`config.mk`:
```
export PLATFORM = sky130hd
export DESIGN_NAME = mipsPipeline
export DESIGN_NICKNAME = d
export VERILOG_FILES = /design/src/source/mipsPkg.sv /design/src/source/execStage.sv /design/src/source/hazardForward.sv /design/src/source/instrDecode.sv /design/src/source/instrFetch.sv /design/src/source/memWriteback.sv /design/src/source/mipsPipeline.sv /design/src/source/regFile.sv
export SDC_FILE = /design/constraint.sdc
export NUM_CORES = 2
export LEC_CHECK = 0
export BUFFER_PORTS_ARGS = -buffer_cell sky130_fd_sc_hd__buf_2
export CORE_MARGIN = 4
export CORE_UTILIZATION = 65
export CTS_BUF_LIST = sky130_fd_sc_hd__clkbuf_2
export DETAILED_ROUTE_END_ITERATION = 16
export GPL_TIMING_DRIVEN = 0
export PLACE_DENSITY = 0.82
export SLEW_MARGIN = 0
export SYNTH_ARGS = -nofsm -noshare
export SYNTH_HDL_FRONTEND = slang
export SYNTH_SLANG_ARGS = --single-unit
```
`constraint.sdc`:
```
create_clock -name clk -period 7.1 [get_ports clk]
set_clock_uncertainty 0.15 [all_clocks]
set_input_delay 1.775 -clock clk [delete_from_list [all_inputs] [get_ports clk]]
set_output_delay 1.775 -clock clk [all_outputs]
set_load 0.05 [all_outputs]
```
`src/source/mipsPkg.sv`:
```
package mipsPkg;

    //////////////////////////////////////////////////////////////////////
    // widths
    //////////////////////////////////////////////////////////////////////

    localparam int dataWidth     = 32;
    localparam int regAddrWidth  = 5;
    localparam int wordAddrWidth = 30;
    localparam int pcStep        = 4;

    typedef logic [dataWidth-1:0]     word_t;
    typedef logic [regAddrWidth-1:0]  regAddr_t;
    typedef logic [wordAddrWidth-1:0] wordAddr_t;

    //////////////////////////////////////////////////////////////////////
    // encodings
    //////////////////////////////////////////////////////////////////////

    // primary opcode field, bits 31:26
    typedef enum logic [5:0] {
        rType = 6'h00,
        addi  = 6'h08,
        lw    = 6'h23,
        sw    = 6'h2b
    } opcode_t;

    // funct field of r-type, bits 5:0
    typedef enum logic [5:0] {
        fnAdd = 6'h20,
        fnSub = 6'h22,
        fnAnd = 6'h24,
        fnOr  = 6'h25,
        fnSlt = 6'h2a
    } funct_t;

    typedef enum logic [2:0] {
        aluAdd,
        aluSub,
        aluAnd,
        aluOr,
        aluSlt
    } aluOp_t;

    typedef enum logic [1:0] {
        fwdNone,
        fwdMem,
        fwdWb
    } fwdSel_t;

    //////////////////////////////////////////////////////////////////////
    // stage contents
    //////////////////////////////////////////////////////////////////////

    typedef struct packed {
        aluOp_t   aluOp;
        logic     useImm;
        word_t    imm;
        regAddr_t rs;
        regAddr_t rt;
        regAddr_t dest;
        logic     regWrite;
        logic     memRead;
        logic     memWrite;
    } idExCtrl_t;

    typedef struct packed {
        word_t    aluResult;
        word_t    storeData;
        regAddr_t dest;
        logic     regWrite;
        logic     memRead;
        logic     memWrite;
    } exMem_t;

    typedef struct packed {
        word_t    aluResult;
        word_t    loadData;
        regAddr_t dest;
        logic     regWrite;
        logic     memRead;
    } memWb_t;

    typedef struct packed {
        logic      ren;
        logic      wen;
        wordAddr_t addr;
        word_t     wdata;
    } dCacheReq_t;

    typedef struct packed {
        logic     en;
        regAddr_t addr;
        word_t    data;
    } wbPort_t;

endpackage

```
`src/source/execStage.sv`:
```
module execStage (
    input  logic                clk,
    input  logic                rst_n,
    input  logic                advance,
    input  mipsPkg::idExCtrl_t  idExCtrl,
    input  mipsPkg::word_t      readA,
    input  mipsPkg::word_t      readB,
    input  mipsPkg::fwdSel_t    fwdSelA,
    input  mipsPkg::fwdSel_t    fwdSelB,
    input  mipsPkg::wbPort_t    wbPort,
    output mipsPkg::exMem_t     exMem
);
    import mipsPkg::*;

    word_t  opA;
    word_t  opB;
    word_t  aluB;
    word_t  aluOut;
    exMem_t exMemNext;

    function automatic word_t fwdMux(input fwdSel_t sel, input word_t regVal,
                                     input word_t memVal, input word_t wbVal);
        case (sel)
            fwdMem:  return memVal;
            fwdWb:   return wbVal;
            default: return regVal;
        endcase
    endfunction

    assign opA  = fwdMux(fwdSelA, readA, exMem.aluResult, wbPort.data);
    assign opB  = fwdMux(fwdSelB, readB, exMem.aluResult, wbPort.data);
    assign aluB = idExCtrl.useImm ? idExCtrl.imm : opB;

    //////////////////////////////////////////////////////////////////////
    // ALU
    //////////////////////////////////////////////////////////////////////

    always_comb begin
        case (idExCtrl.aluOp)
            aluAdd:  aluOut = opA + aluB;
            aluSub:  aluOut = opA - aluB;
            aluAnd:  aluOut = opA & aluB;
            aluOr:   aluOut = opA | aluB;
            // signed compare
            aluSlt:  aluOut = ($signed(opA) < $signed(aluB)) ? word_t'(1) : '0;
            default: aluOut = '0;
        endcase
    end

    always_comb begin
        exMemNext.aluResult = aluOut;
        // store data is rt after forwarding
        exMemNext.storeData = opB;
        exMemNext.dest      = idExCtrl.dest;
        exMemNext.regWrite  = idExCtrl.regWrite;
        exMemNext.memRead   = idExCtrl.memRead;
        exMemNext.memWrite  = idExCtrl.memWrite;
    end

    // EX/MEM register
    always_ff @(posedge clk or negedge rst_n) begin
        if (!rst_n) begin
            exMem <= '0;
        end else if (advance) begin
            exMem <= exMemNext;
        end
    end

endmodule

```
`src/source/hazardForward.sv`:
```
module hazardForward (
    input  logic                iCacheStall,
    input  logic                dCacheStall,
    input  mipsPkg::word_t      instr,
    input  mipsPkg::idExCtrl_t  idExCtrl,
    input  mipsPkg::exMem_t     exMem,
    input  mipsPkg::wbPort_t    wbPort,
    output logic                advance,
    output logic                loadStall,
    output mipsPkg::fwdSel_t    fwdSelA,
    output mipsPkg::fwdSel_t    fwdSelB
);
    import mipsPkg::*;

    regAddr_t ifRs;
    regAddr_t ifRt;

    assign ifRs = instr[25:21];
    assign ifRt = instr[20:16];

    // either cache stall freezes the whole pipe
    assign advance = !(iCacheStall || dCacheStall);

    // load in ID/EX feeding the instruction in IF/ID
    assign loadStall = idExCtrl.memRead && idExCtrl.dest != '0
                       && (idExCtrl.dest == ifRs || idExCtrl.dest == ifRt);

    // EX/MEM result wins over writeback; loads in EX/MEM have no data yet
    function automatic fwdSel_t pickFwd(input regAddr_t src, input exMem_t memEntry,
                                        input wbPort_t wb);
        if (memEntry.regWrite && !memEntry.memRead && memEntry.dest != '0
            && memEntry.dest == src) begin
            return fwdMem;
        end else if (wb.en && wb.addr != '0 && wb.addr == src) begin
            return fwdWb;
        end
        return fwdNone;
    endfunction

    assign fwdSelA = pickFwd(idExCtrl.rs, exMem, wbPort);
    assign fwdSelB = pickFwd(idExCtrl.rt, exMem, wbPort);

endmodule

```
`src/source/instrDecode.sv`:
```
module instrDecode (
    input  logic                clk,
    input  logic                rst_n,
    input  logic                advance,
    input  logic                loadStall,
    input  mipsPkg::word_t      instr,
    output mipsPkg::idExCtrl_t  idExCtrl
);
    import mipsPkg::*;

    opcode_t   opcode;
    funct_t    funct;
    regAddr_t  rs;
    regAddr_t  rt;
    regAddr_t  rd;
    idExCtrl_t decoded;

    assign opcode = opcode_t'(instr[31:26]);
    assign funct  = funct_t'(instr[5:0]);
    assign rs     = instr[25:21];
    assign rt     = instr[20:16];
    assign rd     = instr[15:11];

    always_comb begin
        decoded      = '0;
        decoded.rs   = rs;
        decoded.rt   = rt;
        // sign-extended immediate
        decoded.imm  = {{(dataWidth-16){instr[15]}}, instr[15:0]};
        case (opcode)
            rType: begin
                decoded.dest     = rd;
                decoded.regWrite = 1'b1;
                case (funct)
                    fnAdd:   decoded.aluOp = aluAdd;
                    fnSub:   decoded.aluOp = aluSub;
                    fnAnd:   decoded.aluOp = aluAnd;
                    fnOr:    decoded.aluOp = aluOr;
                    fnSlt:   decoded.aluOp = aluSlt;
                    // unknown funct, incl. the all-zero nop
                    default: decoded = '0;
                endcase
            end
            addi: begin
                decoded.dest     = rt;
                decoded.useImm   = 1'b1;
                decoded.regWrite = 1'b1;
            end
            lw: begin
                decoded.dest     = rt;
                decoded.useImm   = 1'b1;
                decoded.regWrite = 1'b1;
                decoded.memRead  = 1'b1;
            end
            sw: begin
                // no destination for a store
                decoded.useImm   = 1'b1;
                decoded.memWrite = 1'b1;
            end
            default: decoded = '0;
        endcase
    end

    // ID/EX control register
    always_ff @(posedge clk or negedge rst_n) begin
        if (!rst_n) begin
            idExCtrl <= '0;
        end else if (advance) begin
            // bubble while the consumer waits on a load
            idExCtrl <= loadStall ? '0 : decoded;
        end
    end

endmodule

```
`src/source/instrFetch.sv`:
```
module instrFetch (
    input  logic              clk,
    input  logic              rst_n,
    input  logic              advance,
    input  logic              loadStall,
    input  mipsPkg::word_t    iCacheRdata,
    output mipsPkg::wordAddr_t iCacheAddr,
    output mipsPkg::word_t    instr
);
    import mipsPkg::*;

    word_t pc;
    logic  fetchEn;

    // pc and IF/ID move together, held by cache stall or load-use
    assign fetchEn = advance && !loadStall;

    // byte pc to word address
    assign iCacheAddr = pc[dataWidth-1:2];

    always_ff @(posedge clk or negedge rst_n) begin
        if (!rst_n) begin
            pc <= '0;
        end else if (fetchEn) begin
            pc <= pc + word_t'(pcStep);
        end
    end

    // IF/ID instruction register
    always_ff @(posedge clk or negedge rst_n) begin
        if (!rst_n) begin
            instr <= '0;
        end else if (fetchEn) begin
            instr <= iCacheRdata;
        end
    end

endmodule

```
`src/source/memWriteback.sv`:
```
module memWriteback (
    input  logic                clk,
    input  logic                rst_n,
    input  logic                advance,
    input  mipsPkg::exMem_t     exMem,
    input  mipsPkg::word_t      dCacheRdata,
    output mipsPkg::dCacheReq_t dCacheReq,
    output mipsPkg::wbPort_t    wbPort
);
    import mipsPkg::*;

    memWb_t memWb;

    // data cache request straight from EX/MEM
    assign dCacheReq.ren   = exMem.memRead;
    assign dCacheReq.wen   = exMem.memWrite;
    assign dCacheReq.addr  = exMem.aluResult[dataWidth-1:2];
    assign dCacheReq.wdata = exMem.storeData;

    // MEM/WB register
    always_ff @(posedge clk or negedge rst_n) begin
        if (!rst_n) begin
            memWb <= '0;
        end else if (advance) begin
            memWb.aluResult <= exMem.aluResult;
            memWb.loadData  <= dCacheRdata;
            memWb.dest      <= exMem.dest;
            memWb.regWrite  <= exMem.regWrite;
            memWb.memRead   <= exMem.memRead;
        end
    end

    // no register write while the pipe is held
    assign wbPort.en   = memWb.regWrite && advance;
    assign wbPort.addr = memWb.dest;
    assign wbPort.data = memWb.memRead ? memWb.loadData : memWb.aluResult;

endmodule

```
`src/source/mipsPipeline.sv`:
```
module mipsPipeline (
    input  logic                clk,
    input  logic                rst_n,
    output mipsPkg::wordAddr_t  iCacheAddr,
    input  mipsPkg::word_t      iCacheRdata,
    input  logic                iCacheStall,
    output mipsPkg::dCacheReq_t dCacheReq,
    input  mipsPkg::word_t      dCacheRdata,
    input  logic                dCacheStall
);
    import mipsPkg::*;

    logic      advance;
    logic      loadStall;
    word_t     instr;
    idExCtrl_t idExCtrl;
    word_t     readA;
    word_t     readB;
    fwdSel_t   fwdSelA;
    fwdSel_t   fwdSelB;
    exMem_t    exMem;
    wbPort_t   wbPort;

    //////////////////////////////////////////////////////////////////////
    // fetch
    //////////////////////////////////////////////////////////////////////

    instrFetch uFetch (
        .clk         (clk),
        .rst_n       (rst_n),
        .advance     (advance),
        .loadStall   (loadStall),
        .iCacheRdata (iCacheRdata),
        .iCacheAddr  (iCacheAddr),
        .instr       (instr)
    );

    //////////////////////////////////////////////////////////////////////
    // decode and operand read, side by side
    //////////////////////////////////////////////////////////////////////

    instrDecode uDecode (
        .clk       (clk),
        .rst_n     (rst_n),
        .advance   (advance),
        .loadStall (loadStall),
        .instr     (instr),
        .idExCtrl  (idExCtrl)
    );

    regFile uRegFile (
        .clk       (clk),
        .rst_n     (rst_n),
        .advance   (advance),
        .loadStall (loadStall),
        .instr     (instr),
        .wbPort    (wbPort),
        .readA     (readA),
        .readB     (readB)
    );

    hazardForward uHazard (
        .iCacheStall (iCacheStall),
        .dCacheStall (dCacheStall),
        .instr       (instr),
        .idExCtrl    (idExCtrl),
        .exMem       (exMem),
        .wbPort      (wbPort),
        .advance     (advance),
        .loadStall   (loadStall),
        .fwdSelA     (fwdSelA),
        .fwdSelB     (fwdSelB)
    );

    //////////////////////////////////////////////////////////////////////
    // execute, memory, writeback
    //////////////////////////////////////////////////////////////////////

    execStage uExec (
        .clk      (clk),
        .rst_n    (rst_n),
        .advance  (advance),
        .idExCtrl (idExCtrl),
        .readA    (readA),
        .readB    (readB),
        .fwdSelA  (fwdSelA),
        .fwdSelB  (fwdSelB),
        .wbPort   (wbPort),
        .exMem    (exMem)
    );

    memWriteback uMemWb (
        .clk         (clk),
        .rst_n       (rst_n),
        .advance     (advance),
        .exMem       (exMem),
        .dCacheRdata (dCacheRdata),
        .dCacheReq   (dCacheReq),
        .wbPort      (wbPort)
    );

endmodule

```
`src/source/regFile.sv`:
```
module regFile (
    input  logic             clk,
    input  logic             rst_n,
    input  logic             advance,
    input  logic             loadStall,
    input  mipsPkg::word_t   instr,
    input  mipsPkg::wbPort_t wbPort,
    output mipsPkg::word_t   readA,
    output mipsPkg::word_t   readB
);
    import mipsPkg::*;

    word_t    regs [2**regAddrWidth];
    regAddr_t rs;
    regAddr_t rt;

    assign rs = instr[25:21];
    assign rt = instr[20:16];

    // write-first read, r0 hardwired to zero
    function automatic word_t readReg(input regAddr_t addr);
        if (addr == '0) begin
            return '0;
        end else if (wbPort.en && wbPort.addr == addr) begin
            return wbPort.data;
        end
        return regs[addr];
    endfunction

    always_ff @(posedge clk or negedge rst_n) begin
        if (!rst_n) begin
            for (int i = 0; i < 2**regAddrWidth; i++) begin
                regs[i] <= '0;
            end
            readA <= '0;
            readB <= '0;
        end else begin
            // wbPort.en already drops while the pipe is held
            if (wbPort.en && wbPort.addr != '0) begin
                regs[wbPort.addr] <= wbPort.data;
            end
            if (advance && !loadStall) begin
                readA <= readReg(rs);
                readB <= readReg(rt);
            end
        end
    end

endmodule

```
# Yosys cells after proc, flatten, opt, wreduce, memory -nomap -nowiden
# Index checks and enable logic that the tools add are counted.
dict set report op_classes {
  add_sub_neg 3
  mul 0
  div 0
  magnitude_cmp 5
  eq_ne 24
  n_shift 0
  mux 46
  bitwise_logic 5
  n_reduce_logical 29
}
# operator n
set op_table {}
lappend op_table {{bitwise mux 1024 bit} 1}
lappend op_table {{2-to-1 mux 32 bit} 13}
lappend op_table {{binary-select mux 32 bit (select 5 bit)} 2}
lappend op_table {{demux 32 bit (select 5 bit)} 1}
lappend op_table {{one-hot mux 32 bit (5 select lines)} 1}
lappend op_table {{one-hot mux 32 bit (2 select lines)} 2}
lappend op_table {{one-hot mux 42 bit (2 select lines)} 1}
lappend op_table {{2-to-1 mux 54 bit} 1}
lappend op_table {{2-to-1 mux 50 bit} 1}
lappend op_table {{== test 6 bit, second input constant} 7}
lappend op_table {{== test 5 bit} 8}
lappend op_table {{adder 32 x 3 -> 32 bit, second input constant} 1}
lappend op_table {{adder 32 bit} 1}
lappend op_table {{bitwise AND 32 bit} 1}
lappend op_table {{less-than comparator 32 bit} 1}
lappend op_table {{OR 32 bit} 1}
lappend op_table {{subtractor 32 bit} 1}
lappend op_table {{greater-or-equal comparator 6 bit, second input constant} 3}
lappend op_table {{NOT 5 -> 6 bit} 3}
lappend op_table {{nonzero test 5 bit} 3}
lappend op_table {{logical AND 1 bit} 14}
lappend op_table {{2-to-1 mux 2 bit} 6}
lappend op_table {{one-hot mux 3 bit (4 select lines)} 1}
lappend op_table {{one-hot mux 6 bit (2 select lines)} 1}
lappend op_table {{other kinds (18)} 37}
dict set report totals {
  regBits 1349
  latchBits 0
  mem_bits_rw 0
  mem_bits_ro 0
  wordCells 168
  memories 0
}

# Longest topological paths before layout
dict set report depth {
  ltp_word 14
  mapped_depth 21
  depth_no_buf 20
}

# Modules after synthesis
# A second synthesis with hierarchy kept.
dict set report hier_totals {
  cells_unflattened 5634
  hier_area_um2 74435.1
}
# mod n_inst cells_per_inst area_each_um2 seq_area_each_um2
set modules_own_cells {}
lappend modules_own_cells {regFile 1 3747 56743.2 27226.1}
lappend modules_own_cells {execStage 1 1229 8877.3 1801.7}
lappend modules_own_cells {memWriteback 1 256 3923.8 1776.7}
lappend modules_own_cells {instrFetch 1 193 2591.2 1551.5}
lappend modules_own_cells {instrDecode 1 158 1898.1 950.9}
lappend modules_own_cells {hazardForward 1 51 401.6 0.0}

# Least setup slack after synthesis
# Ideal clock, no wire load.
dict set report synth_timing {
  kind {in2reg}
  start {input dCacheStall}
  end {register, netlist name uExec.exMem[71]}
  setup_ns 0.138
  arrival_time_ns 6.042
  t_required_ns 6.812
  setup_slack_ns 0.769
  cell_stages 20
  cell_sequence {nor2_1 > and2_1 > o21ai_1 > nor4_2 > clkbuf_1 > nand2_1 > o21ai_0 > o21ai_0 > mux2_2 > ha_1 > buf_6 > or4_4 > nor3_4 > a21bo_1 > a31oi_1 > a21oi_2 > o22ai_2 > o41ai_4 > a2111oi_1 > or4b_1}
}
dict set report synth_via {
  elab_chain_len 13
  word_cells_on_any_way 24
  cone_classes {2 x add/sub; 4 x eq/ne; 10 x mux; 2 x bitwise; 6 x reduce/logical}
}
# item line_no
set synth_rtl {}
lappend synth_rtl {{start: declaration} mipsPipeline.sv:9} ;# input logic dCacheStall
lappend synth_rtl {{logical OR 1 bit (*)} hazardForward.sv:22} ;# assign advance = !(iCacheStall || dCacheStall);
lappend synth_rtl {{zero test 1 bit} hazardForward.sv:22}
lappend synth_rtl {{logical AND 1 bit} memWriteback.sv:34} ;# assign wbPort.en = memWb.regWrite && advance;
lappend synth_rtl {{logical AND 1 bit (2 in a row)} hazardForward.sv:34} ;# end else if (wb.en && wb.addr != '0 && wb.addr == src) begin
lappend synth_rtl {{2-to-1 mux 1 bit} hazardForward.sv:34}
lappend synth_rtl {{2-to-1 mux 1 bit} hazardForward.sv:31} ;# if (memEntry.regWrite && !memEntry.memRead && memEntry.dest != '0
lappend synth_rtl {{2-to-1 mux 2 bit} hazardForward.sv:37} ;# return fwdNone;
lappend synth_rtl {{== test 2 bit or == test 2 x 1 -> 1 bit (tied branches)} execStage.sv:23} ;# case (sel)
lappend synth_rtl {{one-hot mux 32 bit (2 select lines)} execStage.sv:23}
lappend synth_rtl {{2-to-1 mux 32 bit} execStage.sv:32} ;# assign aluB = idExCtrl.useImm ? idExCtrl.imm : opB;
lappend synth_rtl {{subtractor 32 bit, or another cell as far along} execStage.sv:41} ;# aluSub: aluOut = opA - aluB;
lappend synth_rtl {{one-hot mux 32 bit (5 select lines)} execStage.sv:39} ;# case (idExCtrl.aluOp)
# Mark *: on every way between the ends. The rest lies on a longest branch, timed or not.
# A chain may end at the register's enable or synchronous reset.

# Worst setup path after layout
dict set report layout_timing {
  start {input dCacheStall}
  end {register, netlist name uExec.exMem[40]}
}
dict set report layout_via {
  elab_chain_len 14
  word_cells_on_any_way 26
  cone_classes {2 x add/sub; 1 x order compare; 4 x eq/ne; 11 x mux; 2 x bitwise; 6 x reduce/logical}
}
# item line_no
set layout_rtl {}
lappend layout_rtl {{logical OR 1 bit (*)} hazardForward.sv:22}
lappend layout_rtl {{zero test 1 bit} hazardForward.sv:22}
lappend layout_rtl {{logical AND 1 bit} memWriteback.sv:34}
lappend layout_rtl {{logical AND 1 bit (2 in a row)} hazardForward.sv:34}
lappend layout_rtl {{2-to-1 mux 1 bit} hazardForward.sv:34}
lappend layout_rtl {{2-to-1 mux 1 bit} hazardForward.sv:31}
lappend layout_rtl {{2-to-1 mux 2 bit} hazardForward.sv:37}
lappend layout_rtl {{== test 2 bit or == test 2 x 1 -> 1 bit (tied branches)} execStage.sv:23}
lappend layout_rtl {{one-hot mux 32 bit (2 select lines)} execStage.sv:23}
lappend layout_rtl {{2-to-1 mux 32 bit} execStage.sv:32}
lappend layout_rtl {{less-than comparator 32 bit} execStage.sv:45} ;# aluSlt: aluOut = ($signed(opA) < $signed(aluB)) ? word_t'(1) : '0;
lappend layout_rtl {{2-to-1 mux 1 bit} execStage.sv:45}
lappend layout_rtl {{one-hot mux 32 bit (5 select lines)} execStage.sv:39}
# Marked as above.

==> flow_metrics.py <==
metrics = {
    "synthesis": {
        "ys_seq_area_share_pct": 46.8,
        "syn_nets": 6791,
        "avgSynthCellArea_um2": 10.7,
        "synth_area_mm2": 0.0712,
        "synthCells": 6624,
        "ys.flop_type": "dfrtp_1",
        "ys_types": 78,
        "synth_warnings": 0,
        "ys_seq_elements": 1331,
        "async_reset_ff_share_pct": 100,
        "synth_edf_count": 0,
    },
    "final_layout": {
        "layout_commonest_cell": "dfrtp_1",
        "area_growth_pct": 8.55,
        "nets": 7327,
        "multi_input_area_mm2": 0.0346,
        "layout_common_cells": "1331 x dfrtp_1, 1213 x nand2_1, 861 x o21ai_0, 640 x mux4_2, 526 x clkbuf_1",
        "nFillCells": 7938,
        "ff_latch_area_mm2": 0.0333,
        "final-instance-count-excl-fill": 8822,
        "final_layout_size_suffix_gt1_share_pct": 21.1,
    },
    "placement": {
        "routabilityCongestion": 1.03,
        "dp.final_hpwl_mm": 193,
        "numPortBuffers": 161,
        "dp_cells": 8212,
        "post-place-ws_ns": -2.60,
    },
    "route": {
        "routed_via_density": 6.86,
        "route.met2.wl_mm": 113,
        "wl_met3_mm": 37.8,
        "wl_mm": 254,
        "top_layer": "met5",
        "wl_per_cell_um": 28.8,
        "drt_iter0_drc": 7847,
        "first_pass_iters": 8,
        "drc_errors": 0,
        "drtAntennaViolNets": 0,
        "wirelength_met1_mm": 81.3,
        "routed-via-count": 60533,
    },
    "sta": {
        "max_freq_ghz": 0.141,
        "min_period_over_period_pct": 100,
        "slew_headroom_pct": -1.47,
        "rsz0062_at_grt": "true",
        "final_max_slew_viol_count": 18,
        "setup_viol": 1,
        "hold_viol": 0,
        "period_minus_slack_ns": 7.10,
        "fin_ws_ns": -0.00270,
        "tightest_slew_ns": 1.52,
    },
    "worst_setup_path": {
        "path_max_fanout": 10,
        "r2r_start": "uMemWb.wbPort[35]",
        "required_ns": 8.50,
        "critPathKind": "in -> reg",
        "worstSetupStartpointType": "primary input",
        "worstPathArrival_ns": 8.50,
        "endpoint_kind": "flop",
        "cp-startpoint": "dCacheStall",
    },
    "clocking": {
        "cts_tree": "done",
        "path_clk_slew_ns": 0.11,
        "cts_sinks": 1331,
        "insertion_delay_ns": 1.73,
        "root_buffer": "clkbuf_2",
        "cts_htree_levels": 5,
        "clockBufferDepth": 4,
        "cts-buffers-inserted": 356,
    },
    "pwr": {
        "power.leakage_nw": 34.2,
        "switching_power_mw": 5.42,
        "pwr-share-seq_pct": 48.8,
        "p_clk_share_pct": 34.3,
        "p_total_mw": 16.0,
        "swShare_pct": 33.9,
        "p_comb_share_pct": 16.8,
        "internal-power_mw": 10.6,
        "powerDensity_mw_per_mm2": 207,
        "peakVddDrop_v": 0.000149,
    },
    "floorplan": {
        "ioPinCount": 162,
        "core-area_mm2": 0.109,
        "num_rows": 121,
        "dieArea_mm2": 0.115,
        "die_h_um": 339,
        "start_util_pct": 65.4,
        "die_w_um": 339,
    },
    "job": {
        "max_cap_viol_count": 2,
    },
    "grt": {
        "gr-total-overflow": 0,
        "grt_usage_pct": 44.2,
        "grt_first_pass_wirelength_mm": 375,
        "antenna_found_initial": 12,
        "grt_pass1_vias": 60758,
        "grt_max_degree": 170,
    },
    "worst_hold_path": {
        "hp-start": "dCacheRdata[27]",
        "holdCritPathClass": "in -> reg",
    },
    "outcome": {
        "status": "finished, violations left",
        "violations": "max-capacitance violations, max-slew violations, negative setup slack",
    },
}
==> final timing paths <==
path / end / slack (ns) / cells past startpoint
max in group asynchronous: uRegFile.regs[632] / 3.18 / 6
setup reg to reg: uExec.exMem[40] / 0.06 / 18
hold reg to reg: uMemWb.memWb[57] / 0.33 / 2
min in group asynchronous: uDecode.idExCtrl[18] / 0.56 / 2
setup / recovery: uExec.exMem[40] / -0.003 / 19
hold / removal: uMemWb.memWb[34] / 0.14 / 3
==> cell families (layout without fill, tap and decap cells) <==
logic type	Yosys count	count (layout)	share of synthesized area [%]
simple gates	1892	1892	10.8
mux	729	729	21.6
compound gates	1674	1674	13.2
xor+xnor	94	94	1.16
buf+inv	805	1577	4.78
fa+ha+maj	99	99	1.76
flops	1331	1331	46.8
other cells	0	12	0
==> stage by stage <==
step	setup TNS, ns	area [µm²]	hold WS [ns]	utilization (%)
3_5_place_dp	-49.39	74100	0.313	68.1
2_1_floorplan	0	71200	0.289	-
5_1_grt	-0.00365	77300	0.0701	71.0
3_3_place_gp	-	73800	0.301	67.8
6_report	-0.00270	77300	0.136	71.0
4_1_cts	0	77200	0.00925	70.9
==> final cells by class <==
| type | count | area share (%) |
|---|---|---|
| Antenna cell | 12 | 0.0389 |
| Buffer | 692 | 3.86 |
| Clock buffer | 494 | 3.20 |
| Clock inverter | 100 | 0.769 |
| Inverter | 113 | 0.549 |
| Multi-Input combinational cell | 4488 | 44.7 |
| Sequential cell | 1331 | 43.1 |
| Tap cell | 1414 | 2.29 |
| Timing Repair Buffer | 178 | 1.47 |
==> flip-flops by register name, summed over array words and instances, names as in the netlist <==
signal / count
uFetch.instr: 32
uMemWb.wbPort: 5
uRegFile.regs: 1024
uFetch.pc: 30
uMemWb.memWb: 66
uRegFile.readA: 32
uDecode.idExCtrl: 38
uExec.exMem: 72
uRegFile.readB: 32
==> worst max-delay path, cell delays in order <==
cell and delay (ns):
buf_2 0.10, nor2_1 0.37, and2_1 0.45, o21ai_1 0.27
nor4_4 0.79, clkbuf_1 0.60, o21ai_0 0.19, o21ai_0 0.46
mux2_2 0.28, ha_1 0.22, buf_2 0.17, o21ba_2 0.22
o311a_1 0.38, a211oi_2 0.52, a211oi_1 0.32, o2111ai_1 0.42
a31oi_1 0.24, nor4_1 0.51, o21ai_0 0.19
==> per-layer routing <==
metal	global-route usage, %	up-vias
li1	-	24900
met1	52.4	29669
met2	66.3	4758
met3	17.9	1198
met4	31.0	8
met5	0	-
==> cell usage after synthesis (4+ instances only) <==
cell | number | share of area (%)
nand3_1 | 39 | 0.27
o21bai_1 | 9 | 0.095
a221oi_1 | 13 | 0.16
xnor2_1 | 67 | 0.82
nor2_1 | 444 | 2.3
o21ai_1 | 7 | 0.049
ha_1 | 97 | 1.7
or4_1 | 6 | 0.063
o41ai_1 | 4 | 0.049
nor3_1 | 34 | 0.24
nor4_1 | 12 | 0.11
buf_6 | 5 | 0.079
a21o_1 | 13 | 0.14
or3_1 | 6 | 0.053
nand2b_1 | 17 | 0.15
dfrtp_1 | 1331 | 47
o21a_1 | 18 | 0.19
o31ai_1 | 7 | 0.074
o21ai_0 | 864 | 6.1
a31oi_1 | 10 | 0.088
clkbuf_1 | 530 | 2.8
a22oi_1 | 21 | 0.22
nand2_1 | 1213 | 6.4
o31a_1 | 5 | 0.061
and2_1 | 7 | 0.061
buf_1 | 30 | 0.16
mux2i_1 | 40 | 0.56
xor2_1 | 27 | 0.33
a2111oi_0 | 4 | 0.049
o22ai_1 | 7 | 0.061
inv_1 | 110 | 0.58
a22o_1 | 92 | 1.1
a211oi_1 | 71 | 0.75
nand4_1 | 9 | 0.079
and3_1 | 4 | 0.035
mux4_2 | 640 | 20
nor3b_1 | 5 | 0.053
nor2b_1 | 80 | 0.70
mux2_2 | 49 | 0.77
buf_2 | 53 | 0.37
a21oi_1 | 496 | 3.5
o211ai_1 | 5 | 0.053
buf_4 | 74 | 0.78
==> timing repair <==
action	in CTS	in global routing
hold endpoints to repair	98	0
hold buffers	1	0
gates resized for setup	6	10
buffers inserted	0	2
pin swaps	1	1
setup endpoints to repair	15	13
==> power groups by stage <==
stage / registers [mW] / logic (mW) / clock network (mW)
floorplan: 7.97 / 1.50 / 0
global placement: 7.96 / 2.52 / 0
detailed placement: 7.95 / 2.59 / 0
CTS: 7.80 / 2.60 / 5.44
global route: 7.82 / 2.77 / 5.88
finish: 7.81 / 2.70 / 5.50
Note: power is estimated with default switching activity, not from simulation.
